**src/hdl/dbg_pkg.sv**
```systemverilog
// debug command set, decoder states and fixed reply bytes for the SPI debug port
`default_nettype none

package dbg_pkg;

    // command bytes sent by the external SPI master
    typedef enum logic [7:0] {
        CMD_NOP   = 8'h00,
        CMD_READ  = 8'h01,
        CMD_LED   = 8'h02,
        CMD_ADDR0 = 8'h10,
        CMD_ADDR1 = 8'h11,
        CMD_ADDR2 = 8'h12,
        CMD_PING  = 8'hCC,
        CMD_ECHO  = 8'hCD
    } dbg_cmd_e;

    typedef enum logic [2:0] {
        IDLE,
        READ_ADDR,
        WAIT_FLASH,
        ECHO
    } dbg_state_e;

    // fixed replies
    localparam logic [7:0] REPLY_LED   = 8'hAB;
    localparam logic [7:0] REPLY_BUSY  = 8'hFE;
    localparam logic [7:0] REPLY_READY = 8'hFF;

endpackage

`default_nettype wire

```
**src/hdl/flash_pkg.sv**
```systemverilog
// serial NOR flash opcodes, reader states and address width
`default_nettype none

package flash_pkg;

    localparam int ADDR_W = 24;

    typedef enum logic [7:0] {
        OP_READ    = 8'h03,
        OP_RELEASE = 8'hAB
    } flash_op_e;

    // reader FSM with a one-time setup after reset
    typedef enum logic [2:0] {
        SETUP,
        SETUP_WAIT,
        IDLE,
        SHIFT,
        DONE
    } flash_state_e;

endpackage

`default_nettype wire

```
**src/hdl/debug_cmd.sv**
```systemverilog
// debug command decoder that answers SPI bytes and sequences flash reads
`timescale 1ns/10ps
`default_nettype none

module debug_cmd (
    input  wire                          clk,
    input  wire                          rst,
    input  wire  [7:0]                   recv_data,
    input  wire                          recv_ready,
    output logic [7:0]                   send_data,
    input  wire                          setup_done,
    input  wire                          busy,
    input  wire                          data_ready,
    input  wire  [7:0]                   flash_data,
    output logic [flash_pkg::ADDR_W-1:0] flash_addr,
    output logic                         do_read,
    output logic                         led
);

    dbg_pkg::dbg_state_e state;
    logic [1:0] addr_cnt;
    logic       issue_pending;
    logic       read_done;
    logic       ready_sent;

    always_ff @(posedge clk or negedge rst) begin
        if (!rst) begin
            state         <= dbg_pkg::IDLE;
            send_data     <= 8'h00;
            flash_addr    <= '0;
            do_read       <= 1'b0;
            led           <= 1'b0;
            addr_cnt      <= 2'd0;
            issue_pending <= 1'b0;
            read_done     <= 1'b0;
            ready_sent    <= 1'b0;
        end else begin
            do_read <= 1'b0;
            // start the read once the flash is set up and free
            if (issue_pending && setup_done && !busy) begin
                do_read       <= 1'b1;
                issue_pending <= 1'b0;
            end
            if (data_ready) begin
                read_done <= 1'b1;
            end
            if (recv_ready) begin
                case (state)
                    dbg_pkg::IDLE: begin
                        case (dbg_pkg::dbg_cmd_e'(recv_data))
                            dbg_pkg::CMD_READ: begin
                                send_data <= 8'd3;
                                addr_cnt  <= 2'd3;
                                state     <= dbg_pkg::READ_ADDR;
                            end
                            dbg_pkg::CMD_LED: begin
                                led       <= !led;
                                send_data <= dbg_pkg::REPLY_LED;
                            end
                            dbg_pkg::CMD_ADDR0: send_data <= flash_addr[7:0];
                            dbg_pkg::CMD_ADDR1: send_data <= flash_addr[15:8];
                            dbg_pkg::CMD_ADDR2: send_data <= flash_addr[23:16];
                            dbg_pkg::CMD_PING:  send_data <= dbg_pkg::CMD_PING;
                            dbg_pkg::CMD_ECHO: begin
                                send_data <= dbg_pkg::CMD_ECHO;
                                state     <= dbg_pkg::ECHO;
                            end
                            default: send_data <= 8'h00;
                        endcase
                    end
                    dbg_pkg::READ_ADDR: begin
                        // address arrives msb first while the reply counts down
                        flash_addr <= {flash_addr[flash_pkg::ADDR_W-9:0], recv_data};
                        send_data  <= {6'b0, addr_cnt - 2'd1};
                        addr_cnt   <= addr_cnt - 2'd1;
                        if (addr_cnt == 2'd1) begin
                            issue_pending <= 1'b1;
                            read_done     <= 1'b0;
                            ready_sent    <= 1'b0;
                            state         <= dbg_pkg::WAIT_FLASH;
                        end
                    end
                    dbg_pkg::WAIT_FLASH: begin
                        if (!read_done) begin
                            send_data <= dbg_pkg::REPLY_BUSY;
                        end else if (!ready_sent) begin
                            send_data  <= dbg_pkg::REPLY_READY;
                            ready_sent <= 1'b1;
                        end else begin
                            send_data <= flash_data;
                            state     <= dbg_pkg::IDLE;
                        end
                    end
                    default: begin
                        send_data <= recv_data;
                        state     <= dbg_pkg::IDLE;
                    end
                endcase
            end
        end
    end

    // the reader drops busy in the cycle it reports data
    busy_clear_on_data: assert property (@(posedge clk) disable iff (!rst)
        data_ready |-> !busy);

endmodule

`default_nettype wire

```
**src/hdl/spi_flash_debug_top.sv**
```systemverilog
// debug bridge top linking the SPI slave port, command decoder and serial flash reader
`timescale 1ns/10ps
`default_nettype none

module spi_flash_debug_top #(
    parameter int SCLK_HALF = 1,
    parameter int RES_WAIT  = 16
) (
    input  wire clk,
    input  wire rst,
    input  wire sclk,
    input  wire mosi,
    input  wire ss,
    output wire miso,
    output wire flash_cs,
    output wire flash_sclk,
    output wire flash_si,
    input  wire flash_so,
    output wire flash_wp,
    output wire flash_hold,
    output wire led
);

    wire [7:0]                   send_data;
    wire [7:0]                   recv_data;
    wire                         recv_ready;
    wire [flash_pkg::ADDR_W-1:0] flash_addr;
    wire                         do_read;
    wire                         setup_done;
    wire                         busy;
    wire                         data_ready;
    wire [7:0]                   flash_data;

    spi_slave spi_slave_i (
        .clk        (clk),
        .rst        (rst),
        .sclk       (sclk),
        .mosi       (mosi),
        .ss         (ss),
        .miso       (miso),
        .send_data  (send_data),
        .recv_data  (recv_data),
        .recv_ready (recv_ready)
    );

    debug_cmd debug_cmd_i (
        .clk        (clk),
        .rst        (rst),
        .recv_data  (recv_data),
        .recv_ready (recv_ready),
        .send_data  (send_data),
        .setup_done (setup_done),
        .busy       (busy),
        .data_ready (data_ready),
        .flash_data (flash_data),
        .flash_addr (flash_addr),
        .do_read    (do_read),
        .led        (led)
    );

    spi_flash_reader #(
        .SCLK_HALF (SCLK_HALF),
        .RES_WAIT  (RES_WAIT)
    ) spi_flash_reader_i (
        .clk        (clk),
        .rst        (rst),
        .addr       (flash_addr),
        .do_read    (do_read),
        .setup_done (setup_done),
        .busy       (busy),
        .data_ready (data_ready),
        .data       (flash_data),
        .flash_cs   (flash_cs),
        .flash_sclk (flash_sclk),
        .flash_si   (flash_si),
        .flash_so   (flash_so),
        .flash_wp   (flash_wp),
        .flash_hold (flash_hold)
    );

endmodule

`default_nettype wire

```
**src/hdl/spi_flash_reader.sv**
```systemverilog
// serial NOR flash reader with power-up release and single byte reads
`timescale 1ns/10ps
`default_nettype none

module spi_flash_reader #(
    parameter int SCLK_HALF = 1,
    parameter int RES_WAIT  = 16
) (
    input  wire                        clk,
    input  wire                        rst,
    input  wire [flash_pkg::ADDR_W-1:0] addr,
    input  wire                        do_read,
    output logic                       setup_done,
    output logic                       busy,
    output logic                       data_ready,
    output logic [7:0]                 data,
    output logic                       flash_cs,
    output logic                       flash_sclk,
    output wire                        flash_si,
    input  wire                        flash_so,
    output wire                        flash_wp,
    output wire                        flash_hold
);

    localparam int DIV_W  = (SCLK_HALF > 1) ? $clog2(SCLK_HALF) : 1;
    localparam int WAIT_W = (RES_WAIT > 1) ? $clog2(RES_WAIT) : 1;
    localparam int SH_W   = 8 + flash_pkg::ADDR_W;

    flash_pkg::flash_state_e state;
    logic [DIV_W-1:0]  div_cnt;
    logic [WAIT_W-1:0] wait_cnt;
    logic [6:0]        tog_cnt;
    logic [SH_W-1:0]   sh_out;
    logic [7:0]        sh_in;
    logic              shifting;
    logic              tick;
    logic              last_tog;

    assign flash_wp   = 1'b1;
    assign flash_hold = 1'b1;
    assign flash_si   = sh_out[SH_W-1];

    assign shifting = !flash_cs && (state == flash_pkg::SETUP || state == flash_pkg::SHIFT);
    assign tick     = shifting && (div_cnt == DIV_W'(SCLK_HALF - 1));
    // release takes 8 sclk periods and a read takes 40
    assign last_tog = (tog_cnt == ((state == flash_pkg::SETUP) ? 7'd15 : 7'd79));

    always_ff @(posedge clk or negedge rst) begin
        if (!rst) begin
            state      <= flash_pkg::SETUP;
            setup_done <= 1'b0;
            busy       <= 1'b0;
            data_ready <= 1'b0;
            flash_cs   <= 1'b1;
            flash_sclk <= 1'b0;
            div_cnt    <= '0;
            wait_cnt   <= '0;
            tog_cnt    <= 7'd0;
            sh_out     <= '0;
        end else begin
            data_ready <= 1'b0;
            if (tick) begin
                div_cnt    <= '0;
                tog_cnt    <= tog_cnt + 7'd1;
                flash_sclk <= !flash_sclk;
                // si moves on the falling edge
                if (flash_sclk) begin
                    sh_out <= {sh_out[SH_W-2:0], 1'b0};
                end
            end else if (shifting) begin
                div_cnt <= div_cnt + DIV_W'(1);
            end
            case (state)
                flash_pkg::SETUP: begin
                    if (flash_cs) begin
                        sh_out   <= {flash_pkg::OP_RELEASE, {flash_pkg::ADDR_W{1'b0}}};
                        flash_cs <= 1'b0;
                        div_cnt  <= '0;
                        tog_cnt  <= 7'd0;
                    end else if (tick && last_tog) begin
                        flash_cs <= 1'b1;
                        wait_cnt <= '0;
                        state    <= flash_pkg::SETUP_WAIT;
                    end
                end
                flash_pkg::SETUP_WAIT: begin
                    wait_cnt <= wait_cnt + WAIT_W'(1);
                    if (wait_cnt == WAIT_W'(RES_WAIT - 1)) begin
                        setup_done <= 1'b1;
                        state      <= flash_pkg::IDLE;
                    end
                end
                flash_pkg::IDLE: begin
                    if (do_read) begin
                        sh_out   <= {flash_pkg::OP_READ, addr};
                        flash_cs <= 1'b0;
                        busy     <= 1'b1;
                        div_cnt  <= '0;
                        tog_cnt  <= 7'd0;
                        state    <= flash_pkg::SHIFT;
                    end
                end
                flash_pkg::SHIFT: begin
                    if (tick && last_tog) begin
                        state <= flash_pkg::DONE;
                    end
                end
                default: begin
                    flash_cs   <= 1'b1;
                    busy       <= 1'b0;
                    data_ready <= 1'b1;
                    state      <= flash_pkg::IDLE;
                end
            endcase
        end
    end

    // so is sampled on the rising edge and the last eight bits form the data byte
    always_ff @(posedge clk) begin
        if (tick && !flash_sclk) begin
            sh_in <= {sh_in[6:0], flash_so};
        end
        if (state == flash_pkg::DONE) begin
            data <= sh_in;
        end
    end

    read_not_busy: assert property (@(posedge clk) disable iff (!rst)
        do_read |-> !busy);

    cs_low_in_shift: assert property (@(posedge clk) disable iff (!rst)
        state == flash_pkg::SHIFT |-> !flash_cs);

endmodule

`default_nettype wire

```
**src/hdl/spi_slave.sv**
```systemverilog
// mode 0 SPI slave that turns sclk bits into byte strobes in the clk domain
`timescale 1ns/10ps
`default_nettype none

module spi_slave (
    input  wire        clk,
    input  wire        rst,
    input  wire        sclk,
    input  wire        mosi,
    input  wire        ss,
    output wire        miso,
    input  wire  [7:0] send_data,
    output logic [7:0] recv_data,
    output logic       recv_ready
);

    // two flop synchronizers for the external pins
    logic [1:0] sclk_sync;
    logic [1:0] mosi_sync;
    logic [1:0] ss_sync;
    logic       sclk_d;
    logic       active;
    logic       sclk_rise;
    logic       sclk_fall;
    logic [2:0] bit_cnt;
    logic [6:0] rx_shift;
    logic [7:0] tx_shift;

    assign active    = !ss_sync[1];
    assign sclk_rise = active && sclk_sync[1] && !sclk_d;
    assign sclk_fall = active && !sclk_sync[1] && sclk_d;
    assign miso      = tx_shift[7];

    always_ff @(posedge clk or negedge rst) begin
        if (!rst) begin
            sclk_sync <= 2'b00;
            mosi_sync <= 2'b00;
            ss_sync   <= 2'b11;
            sclk_d    <= 1'b0;
        end else begin
            sclk_sync <= {sclk_sync[0], sclk};
            mosi_sync <= {mosi_sync[0], mosi};
            ss_sync   <= {ss_sync[0], ss};
            sclk_d    <= sclk_sync[1];
        end
    end

    always_ff @(posedge clk or negedge rst) begin
        if (!rst) begin
            bit_cnt    <= 3'd0;
            recv_ready <= 1'b0;
            tx_shift   <= 8'h00;
        end else begin
            recv_ready <= 1'b0;
            if (!active) begin
                bit_cnt <= 3'd0;
            end else if (sclk_rise) begin
                bit_cnt <= bit_cnt + 3'd1;
                if (bit_cnt == 3'd7) begin
                    recv_ready <= 1'b1;
                end
            end
            // first falling edge of a byte loads the reply and later ones shift it
            if (sclk_fall) begin
                if (bit_cnt == 3'd0) begin
                    tx_shift <= send_data;
                end else begin
                    tx_shift <= {tx_shift[6:0], 1'b0};
                end
            end
        end
    end

    always_ff @(posedge clk) begin
        if (sclk_rise) begin
            rx_shift <= {rx_shift[5:0], mosi_sync[1]};
            if (bit_cnt == 3'd7) begin
                recv_data <= {rx_shift, mosi_sync[1]};
            end
        end
    end

    // one strobe per byte and never back to back
    recv_single: assert property (@(posedge clk) disable iff (!rst)
        recv_ready |=> !recv_ready);

endmodule

`default_nettype wire

```
**config.mk**
```make
export PLATFORM = sky130hd
export DESIGN_NAME = spi_flash_debug_top
export DESIGN_NICKNAME = d
export VERILOG_FILES = /design/src/hdl/dbg_pkg.sv /design/src/hdl/flash_pkg.sv /design/src/hdl/debug_cmd.sv /design/src/hdl/spi_flash_debug_top.sv /design/src/hdl/spi_flash_reader.sv /design/src/hdl/spi_slave.sv
export SDC_FILE = /design/constraint.sdc
export NUM_CORES = 1
export LEC_CHECK = 0
export ABC_AREA = 1
export BUFFER_PORTS_ARGS = -buffer_cell sky130_fd_sc_hd__buf_2
export CORE_UTILIZATION = 45
export CTS_BUF_LIST = sky130_fd_sc_hd__clkbuf_2
export DETAILED_ROUTE_END_ITERATION = 6
export SETUP_SLACK_MARGIN = 0.2
export SYNTH_ARGS = -nofsm -noshare
export SYNTH_HDL_FRONTEND = slang
export SYNTH_SLANG_ARGS = --single-unit
export TNS_END_PERCENT = 20
```
**constraint.sdc**
```tcl
create_clock -name clk -period 4.6 [get_ports clk]
set_clock_uncertainty 0.1 [all_clocks]
set_input_delay 0.46 -clock clk [delete_from_list [all_inputs] [get_ports clk]]
set_output_delay 0.46 -clock clk [all_outputs]
set_load 0.1 [all_outputs]
```
======== Word level (Yosys, flattened, before mapping) ========
Cells that the tools add are included.
W data, S select, Z words.
word-level totals
  output and inout port bits .............. 7
  flip-flop bits (word level) ............. 144
  logic and storage cells ................. 164
  input port bits ......................... 6
cells by class
  bitwise logic cells ..................... 3
  equality and inequality tests ........... 27
  reductions and logical operators ........ 39
  mux-type cells .......................... 60
  add/subtract/negate cells ............... 5
operators by type and width
  operator              number
  $mux W32              4
  $pmux W32 S2          1
  $pmux W8 S7           1
  $mux W3               10
  $mux W7               4
  $eq A8 B5 Y1 const B  3
  $mux W8               3
  $pmux W8 S3           1
  $mux W1               23
  $eq A8 B8 Y1 const B  2
  $pmux W7 S2           1
  $pmux W3 S4           1
  $logic_and A1 B1 Y1   10
  $ne A2 B2 Y1 const B  5
  $reduce_and A2 Y1     5
  $reduce_and A5 Y1     2
  $eq A3 B2 Y1 const B  3
  $logic_not A3 Y1      3
  $pmux W3 S3           1
  $reduce_and A3 Y1     3
  $eq A8 B1 Y1 const B  1
  $eq A8 B2 Y1 const B  1
  $mux W4               2
  $ne A2 B1 Y1 const B  4
  25 further kinds      40

======== Depth between registers and ports, before layout ========
  depth in word-level cells ............... 8
  mapped depth ............................ 11
  depth with buffers taken out ............ 11

======== Cells and area by module ========
A second synthesis with hierarchy kept.
second synthesis, totals
  cell total of the unflattened synthesis .. 768
  area total of the unflattened synthesis .. 6647.6 sq um
modules (own cells, without submodules)
  module            area each (sq um)  times used  seq. area each (sq um)  cells each
  spi_flash_reader  3164.3             1           1783.0                  381
  debug_cmd         2178.3             1           1026.0                  273
  spi_slave         1305.0             1           928.4                   114

======== Least setup slack after synthesis ========
No wires, ideal clock.
  kind .................................... register -> register
  start ................................... register spi_flash_reader_i.flash_sclk
  end ..................................... register spi_flash_reader_i.sh_out[21]
  stages on the path, launching flop included .. 7
  slack ................................... 2.611 ns
  period minus slack after synthesis ...... 1.989 ns
  data arrival time ....................... 1.756 ns
  data required time ...................... 4.367 ns
  library setup time ...................... 0.133 ns
  buffers on the path ..................... 1
  cell sequence ........................... dfrtp_1 inv_1 nor2_8 inv_4 buf_6 nor2_1 o22ai_1
between the ends
  cells in the longest elaborated chain, start to end .. 4
  elaborated cells on any way between the ends .. 5
  those cells by class .................... mux: 5
RTL lines
  element                             RTL line                                        source
  start, declared                     spi_flash_reader.sv:18                          output logic flash_sclk,
  start signal, assigned              spi_flash_reader.sv:65                          flash_sclk <= !flash_sclk;
  $mux W32 (*)                        spi_flash_reader.sv:67                          if (flash_sclk) begin
  $mux W32 (*)                        spi_flash_reader.sv:62                          if (tick) begin
  $mux W32, on equally long branches  spi_flash_reader.sv:94, spi_flash_reader.sv:75
  $pmux W32 S2 (*)                    spi_flash_reader.sv:73                          case (state)
  end signal, assigned                spi_flash_reader.sv:68                          sh_out <= {sh_out[SH_W-2:0], 1'b0};
  end signal, assigned                spi_flash_reader.sv:76                          sh_out <= {flash_pkg::OP_RELEASE, {flash_pkg::ADDR_W{1'b0}}};
  end signal, assigned                spi_flash_reader.sv:95                          sh_out <= {flash_pkg::OP_READ, addr};
  end, declared                       spi_flash_reader.sv:33                          logic [SH_W-1:0] sh_out;
Every way passes the cells marked *; elsewhere a longest branch is shown, timed or not.
A chain may end at the register's enable or synchronous reset.

======== Worst setup path after layout ========
  start ................................... register spi_slave_i.recv_data[5]
  end ..................................... register debug_cmd_i.send_data[3]
between the ends
  cells in the longest elaborated chain, start to end .. 3
  elaborated cells on any way between the ends .. 9
  those cells by class .................... eq/ne: 7; mux: 2
RTL lines
  element                                     RTL line         source
  start, declared                             spi_slave.sv:13  output logic [7:0] recv_data,
  start signal, assigned                      spi_slave.sv:78  recv_data <= {rx_shift, mosi_sync[1]};
  $eq A8 B8 Y1, or another cell as far along  debug_cmd.sv:50  case (dbg_pkg::dbg_cmd_e'(recv_data))
  $pmux W8 S7 (*)                             debug_cmd.sv:50
  $pmux W8 S3 (*)                             debug_cmd.sv:48  case (state)
  end signal, assigned                        debug_cmd.sv:58  send_data <= dbg_pkg::REPLY_LED;
  end signal, assigned                        debug_cmd.sv:60  dbg_pkg::CMD_ADDR0: send_data <= flash_addr[7:0];
  end signal, assigned                        debug_cmd.sv:61  dbg_pkg::CMD_ADDR1: send_data <= flash_addr[15:8];
  end, declared                               debug_cmd.sv:10  output logic [7:0] send_data,
Marked as above.

==> impl_metrics.csv <==
group,metric,value,unit
status,run_status,"completed",
final_layout,fillers,1331,
placed_design,dp_cells,870,
final_layout,diodes,0,
final_layout,regArea,3740,µm²
sta,min_period,2.53,ns
placed_design,gp_congestion,0.887,
sta,tns,0,ns
sta,setup_viol,0,
setup_path,cp_cell_sequence,"inv_1, nand2_1, nor2_1, nand2_1, o21ai_0, o21ai_0, nand2_1, nand2_1, nand2_1",
floorplan,die_w,121,µm
setup_path,r2r-end,"debug_cmd_i.send_data[3]",
setup_path,endpoint_kind,"flip-flop",
synth,yosysTopAreaCell,"dfrtp_1",
sta,rsz0062_at_grt,"no",
sta,hold_viol_final,0,
hold_path,hold_path.class,"reg -> reg",
drt,drc_errors,0,
synth,synth_area_per_cell,9.10,µm²
grt,antenna_found_initial,0,
floorplan,num_io_pins,13,
drt,wl_per_cell,13.8,µm
setup_path,cp_common_cell,"nand2_1",
hold_path,hold_end,"spi_slave_i.ss_sync[1]",
synth,synth_cell_types,37,
placed_design,dp_hpwl,8.54,mm
floorplan,num_rows,43,
clock_tree,insertion_delay,0.71,ns
sta,worstMarginPinSlew,1.16,ns
floorplan,start_util,46.0,%
synth,ys.flop_type,"dfrtp_1",
floorplan,die_y,121,µm
drt,drt_iter0_markers,348,
placed_design,dpl_worst_slack,2.15,ns
synth,ys_ff_latch,143,
clock_tree,numCtsBuffers,17,
grt,grt_pass1_vias,4417,
sta,relSlewSlack,22.2,%
setup_path,r2r-start,"spi_slave_i.recv_data[5]",
synth,synth_area_leaders,"dfrtp_1 (43%), edfxtp_1 (15%), nand2_1 (8.6%)",
power,powerDensity,306,nW/µm²
placed_design,numPortBuffers,10,
clock_tree,cts_root_buf,"clkbuf_2",
sta,fmax,395,MHz
clock_tree,cts_tree,"done",
drt,drt_wl_total,12.5,mm
setup_path,reg2reg_slack,2.07,ns
drt,routed-wl-met2,5.71,mm
clock_tree,numClockSinks,143,
power,power.leakage,3.26,nW
sta,holdWs,0.270,ns
final_layout,final_core_util,49.1,%
clock_tree,ctsResizeCount,0,
synth,synth-edff-count,31,
setup_path,critPathMaxStageDelay,0.88,ns
drt,met1_length,6.17,mm
setup_path,critPathArrivalTime,3.09,ns
power,peakVddDrop,0.211,mV
final_layout,syn_to_final_growth,6.74,%
synth,synth_area,6380,µm²
setup_path,startpoint,"spi_slave_i.recv_data[5]",
clock_tree,h-tree-depth,4,
grt,overflow,0,
run,drv_cap,0,
sta,layout_setup_ws,2.07,ns
setup_path,crit_required,5.16,ns
clock_tree,clockBufferDepth,2,
grt,grt_max_degree,71,
sta,slew_violations,0,
sta,timing.final.crit_share,55.0,%
floorplan,core,13900,µm²
drt,wl_met3,449,µm
synth,netlist_instances,701,
grt,grt_first_pass_wirelength,21.2,mm
drt,vias_per_cell,5.16,
drt,highest_layer,"met4",
synth,ys_seq_area_share,58.6,%
synth,synth.most_common_cell,"nand2_1",
hold_path,min_from,"spi_slave_i.ss_sync[0]",
final_layout,nets,730,
synth,ys_warn_count,0,
final_layout,final_cells,907,
clock_tree,path_clk_slew,0.20,ns
clock_tree,post_cts_buffers,0,
grt,grt_usage,18.7,%
final_layout,multiInputGateArea,2210,µm²
floorplan,design.die.area,14700,µm²
setup_path,start_kind,"flip-flop",
setup_path,cp_max_fo,20,
drt,vias,4677,
hold_path,whs_path_depth,0,
setup_path,crit_type,"reg -> reg",
final_layout,layout-drive-gt1-share,8.25,%
synth,async_flop_share,78.3,%
drt,route.antenna.remaining_nets,0,
synth,synth.top_cells.by_count,"nand2_1 (147), dfrtp_1 (109), nor2_1 (97)",
synth,synthDominantCellAreaShare,42.7,%
setup_path,reg2reg_depth,9,
drt,first_pass_iters,5,
setup_path,slowest_stage,"nor2_1",
-- flip-flops by register name, summed over array words and instances (netlist names), 3 cells and up --
register	count
spi_flash_reader_i.sh_in	8
spi_slave_i.recv_data	8
spi_slave_i.tx_shift	8
spi_flash_reader_i.sh_out	32
spi_slave_i.rx_shift	7
debug_cmd_i.flash_addr	24
spi_slave_i.bit_cnt	3
spi_flash_reader_i.state	3
spi_flash_reader_i.data	8
debug_cmd_i.send_data	8
spi_flash_reader_i.tog_cnt	7
spi_flash_reader_i.wait_cnt	4
-- placed cells by master (no fill, tap or decap), types with 9 or more instances in the layout --
| cell | count |
|---|---|
| dfrtp_1 | 109 |
| inv_1 | 71 |
| nand3_1 | 38 |
| nand2_1 | 147 |
| ha_1 | 10 |
| o21ai_0 | 80 |
| a21oi_1 | 19 |
| nor2_1 | 97 |
| buf_2 | 9 |
| o22ai_1 | 18 |
| clkbuf_2 | 21 |
| edfxtp_1 | 31 |
-- layer usage --
layer	vias to the layer above	GRT usage [%]
met5	-	0
met3	16	4.37
li1	2312	-
met1	2248	26.5
met4	0	7.18
met2	101	27.7
-- how the worst max path moves through the flow --
stage                               endpoint  slack (ns)  cells past startpoint
6_report            debug_cmd_i.send_data[3]        2.07                      9
5_1_grt             debug_cmd_i.send_data[5]        1.84                      9
4_1_cts             debug_cmd_i.send_data[3]        2.09                      9
3_5_place_dp        debug_cmd_i.send_data[3]        2.15                      9
3_3_place_gp        debug_cmd_i.send_data[3]        2.19                      9
2_1_floorplan  spi_flash_reader_i.sh_out[21]        2.61                      6
-- worst max-delay path, delay by kind of cell, from the launching register on --
kind / cells / cell delay (ns)
flip-flops: 1 / 0.44
AND/OR/NAND/NOR: 6 / 1.45
AO/OA/AOI/OAI: 2 / 0.32
buffers and inverters: 1 / 0.16
-- report_power, final --
group	leakage, nW	total [mW]	internal, mW	switching, mW
clock	0.138	0.696	0.255	0.441
combinational	1.33	0.0719	0.0159	0.0560
sequential	1.79	1.32	1.31	0.00842
-- kinds of logic after synthesis --
| group | share of synthesized area [%] |
|---|---|
| AND/OR/NAND/NOR | 19.7 |
| flip-flops | 58.6 |
| AO/OA/AOI/OAI | 11.6 |
| buffers and inverters | 6.88 |
| adder cells (fa/ha/maj) | 1.96 |
| XOR/XNOR | 1.24 |
| other | 0.0588 |
-- metrics by stage --
stage	power, mW	instance area, µm²
after global placement	1.41	6540
after CTS	2.12	6810
after detailed placement	1.41	6540
after global routing	2.17	6810
final	2.09	6810
after floorplan	1.38	6390
-- cell type report --
| cell class | count | share of cell area, % |
|---|---|---|
| Inverter | 75 | 4.17 |
| Clock inverter | 11 | 1.74 |
| Multi-Input combinational cell | 458 | 32.4 |
| Timing Repair Buffer | 19 | 1.95 |
| Tap cell | 180 | 3.31 |
| Clock buffer | 21 | 1.54 |
| Sequential cell | 143 | 54.9 |
-- repair_timing --
item | in CTS | in global routing
endpoints found under the setup margin | 0 | 0
endpoints found under the hold margin | 72 | 0
hold buffers | 5 | 0
Note: power is estimated with default switching activity, not from simulation.
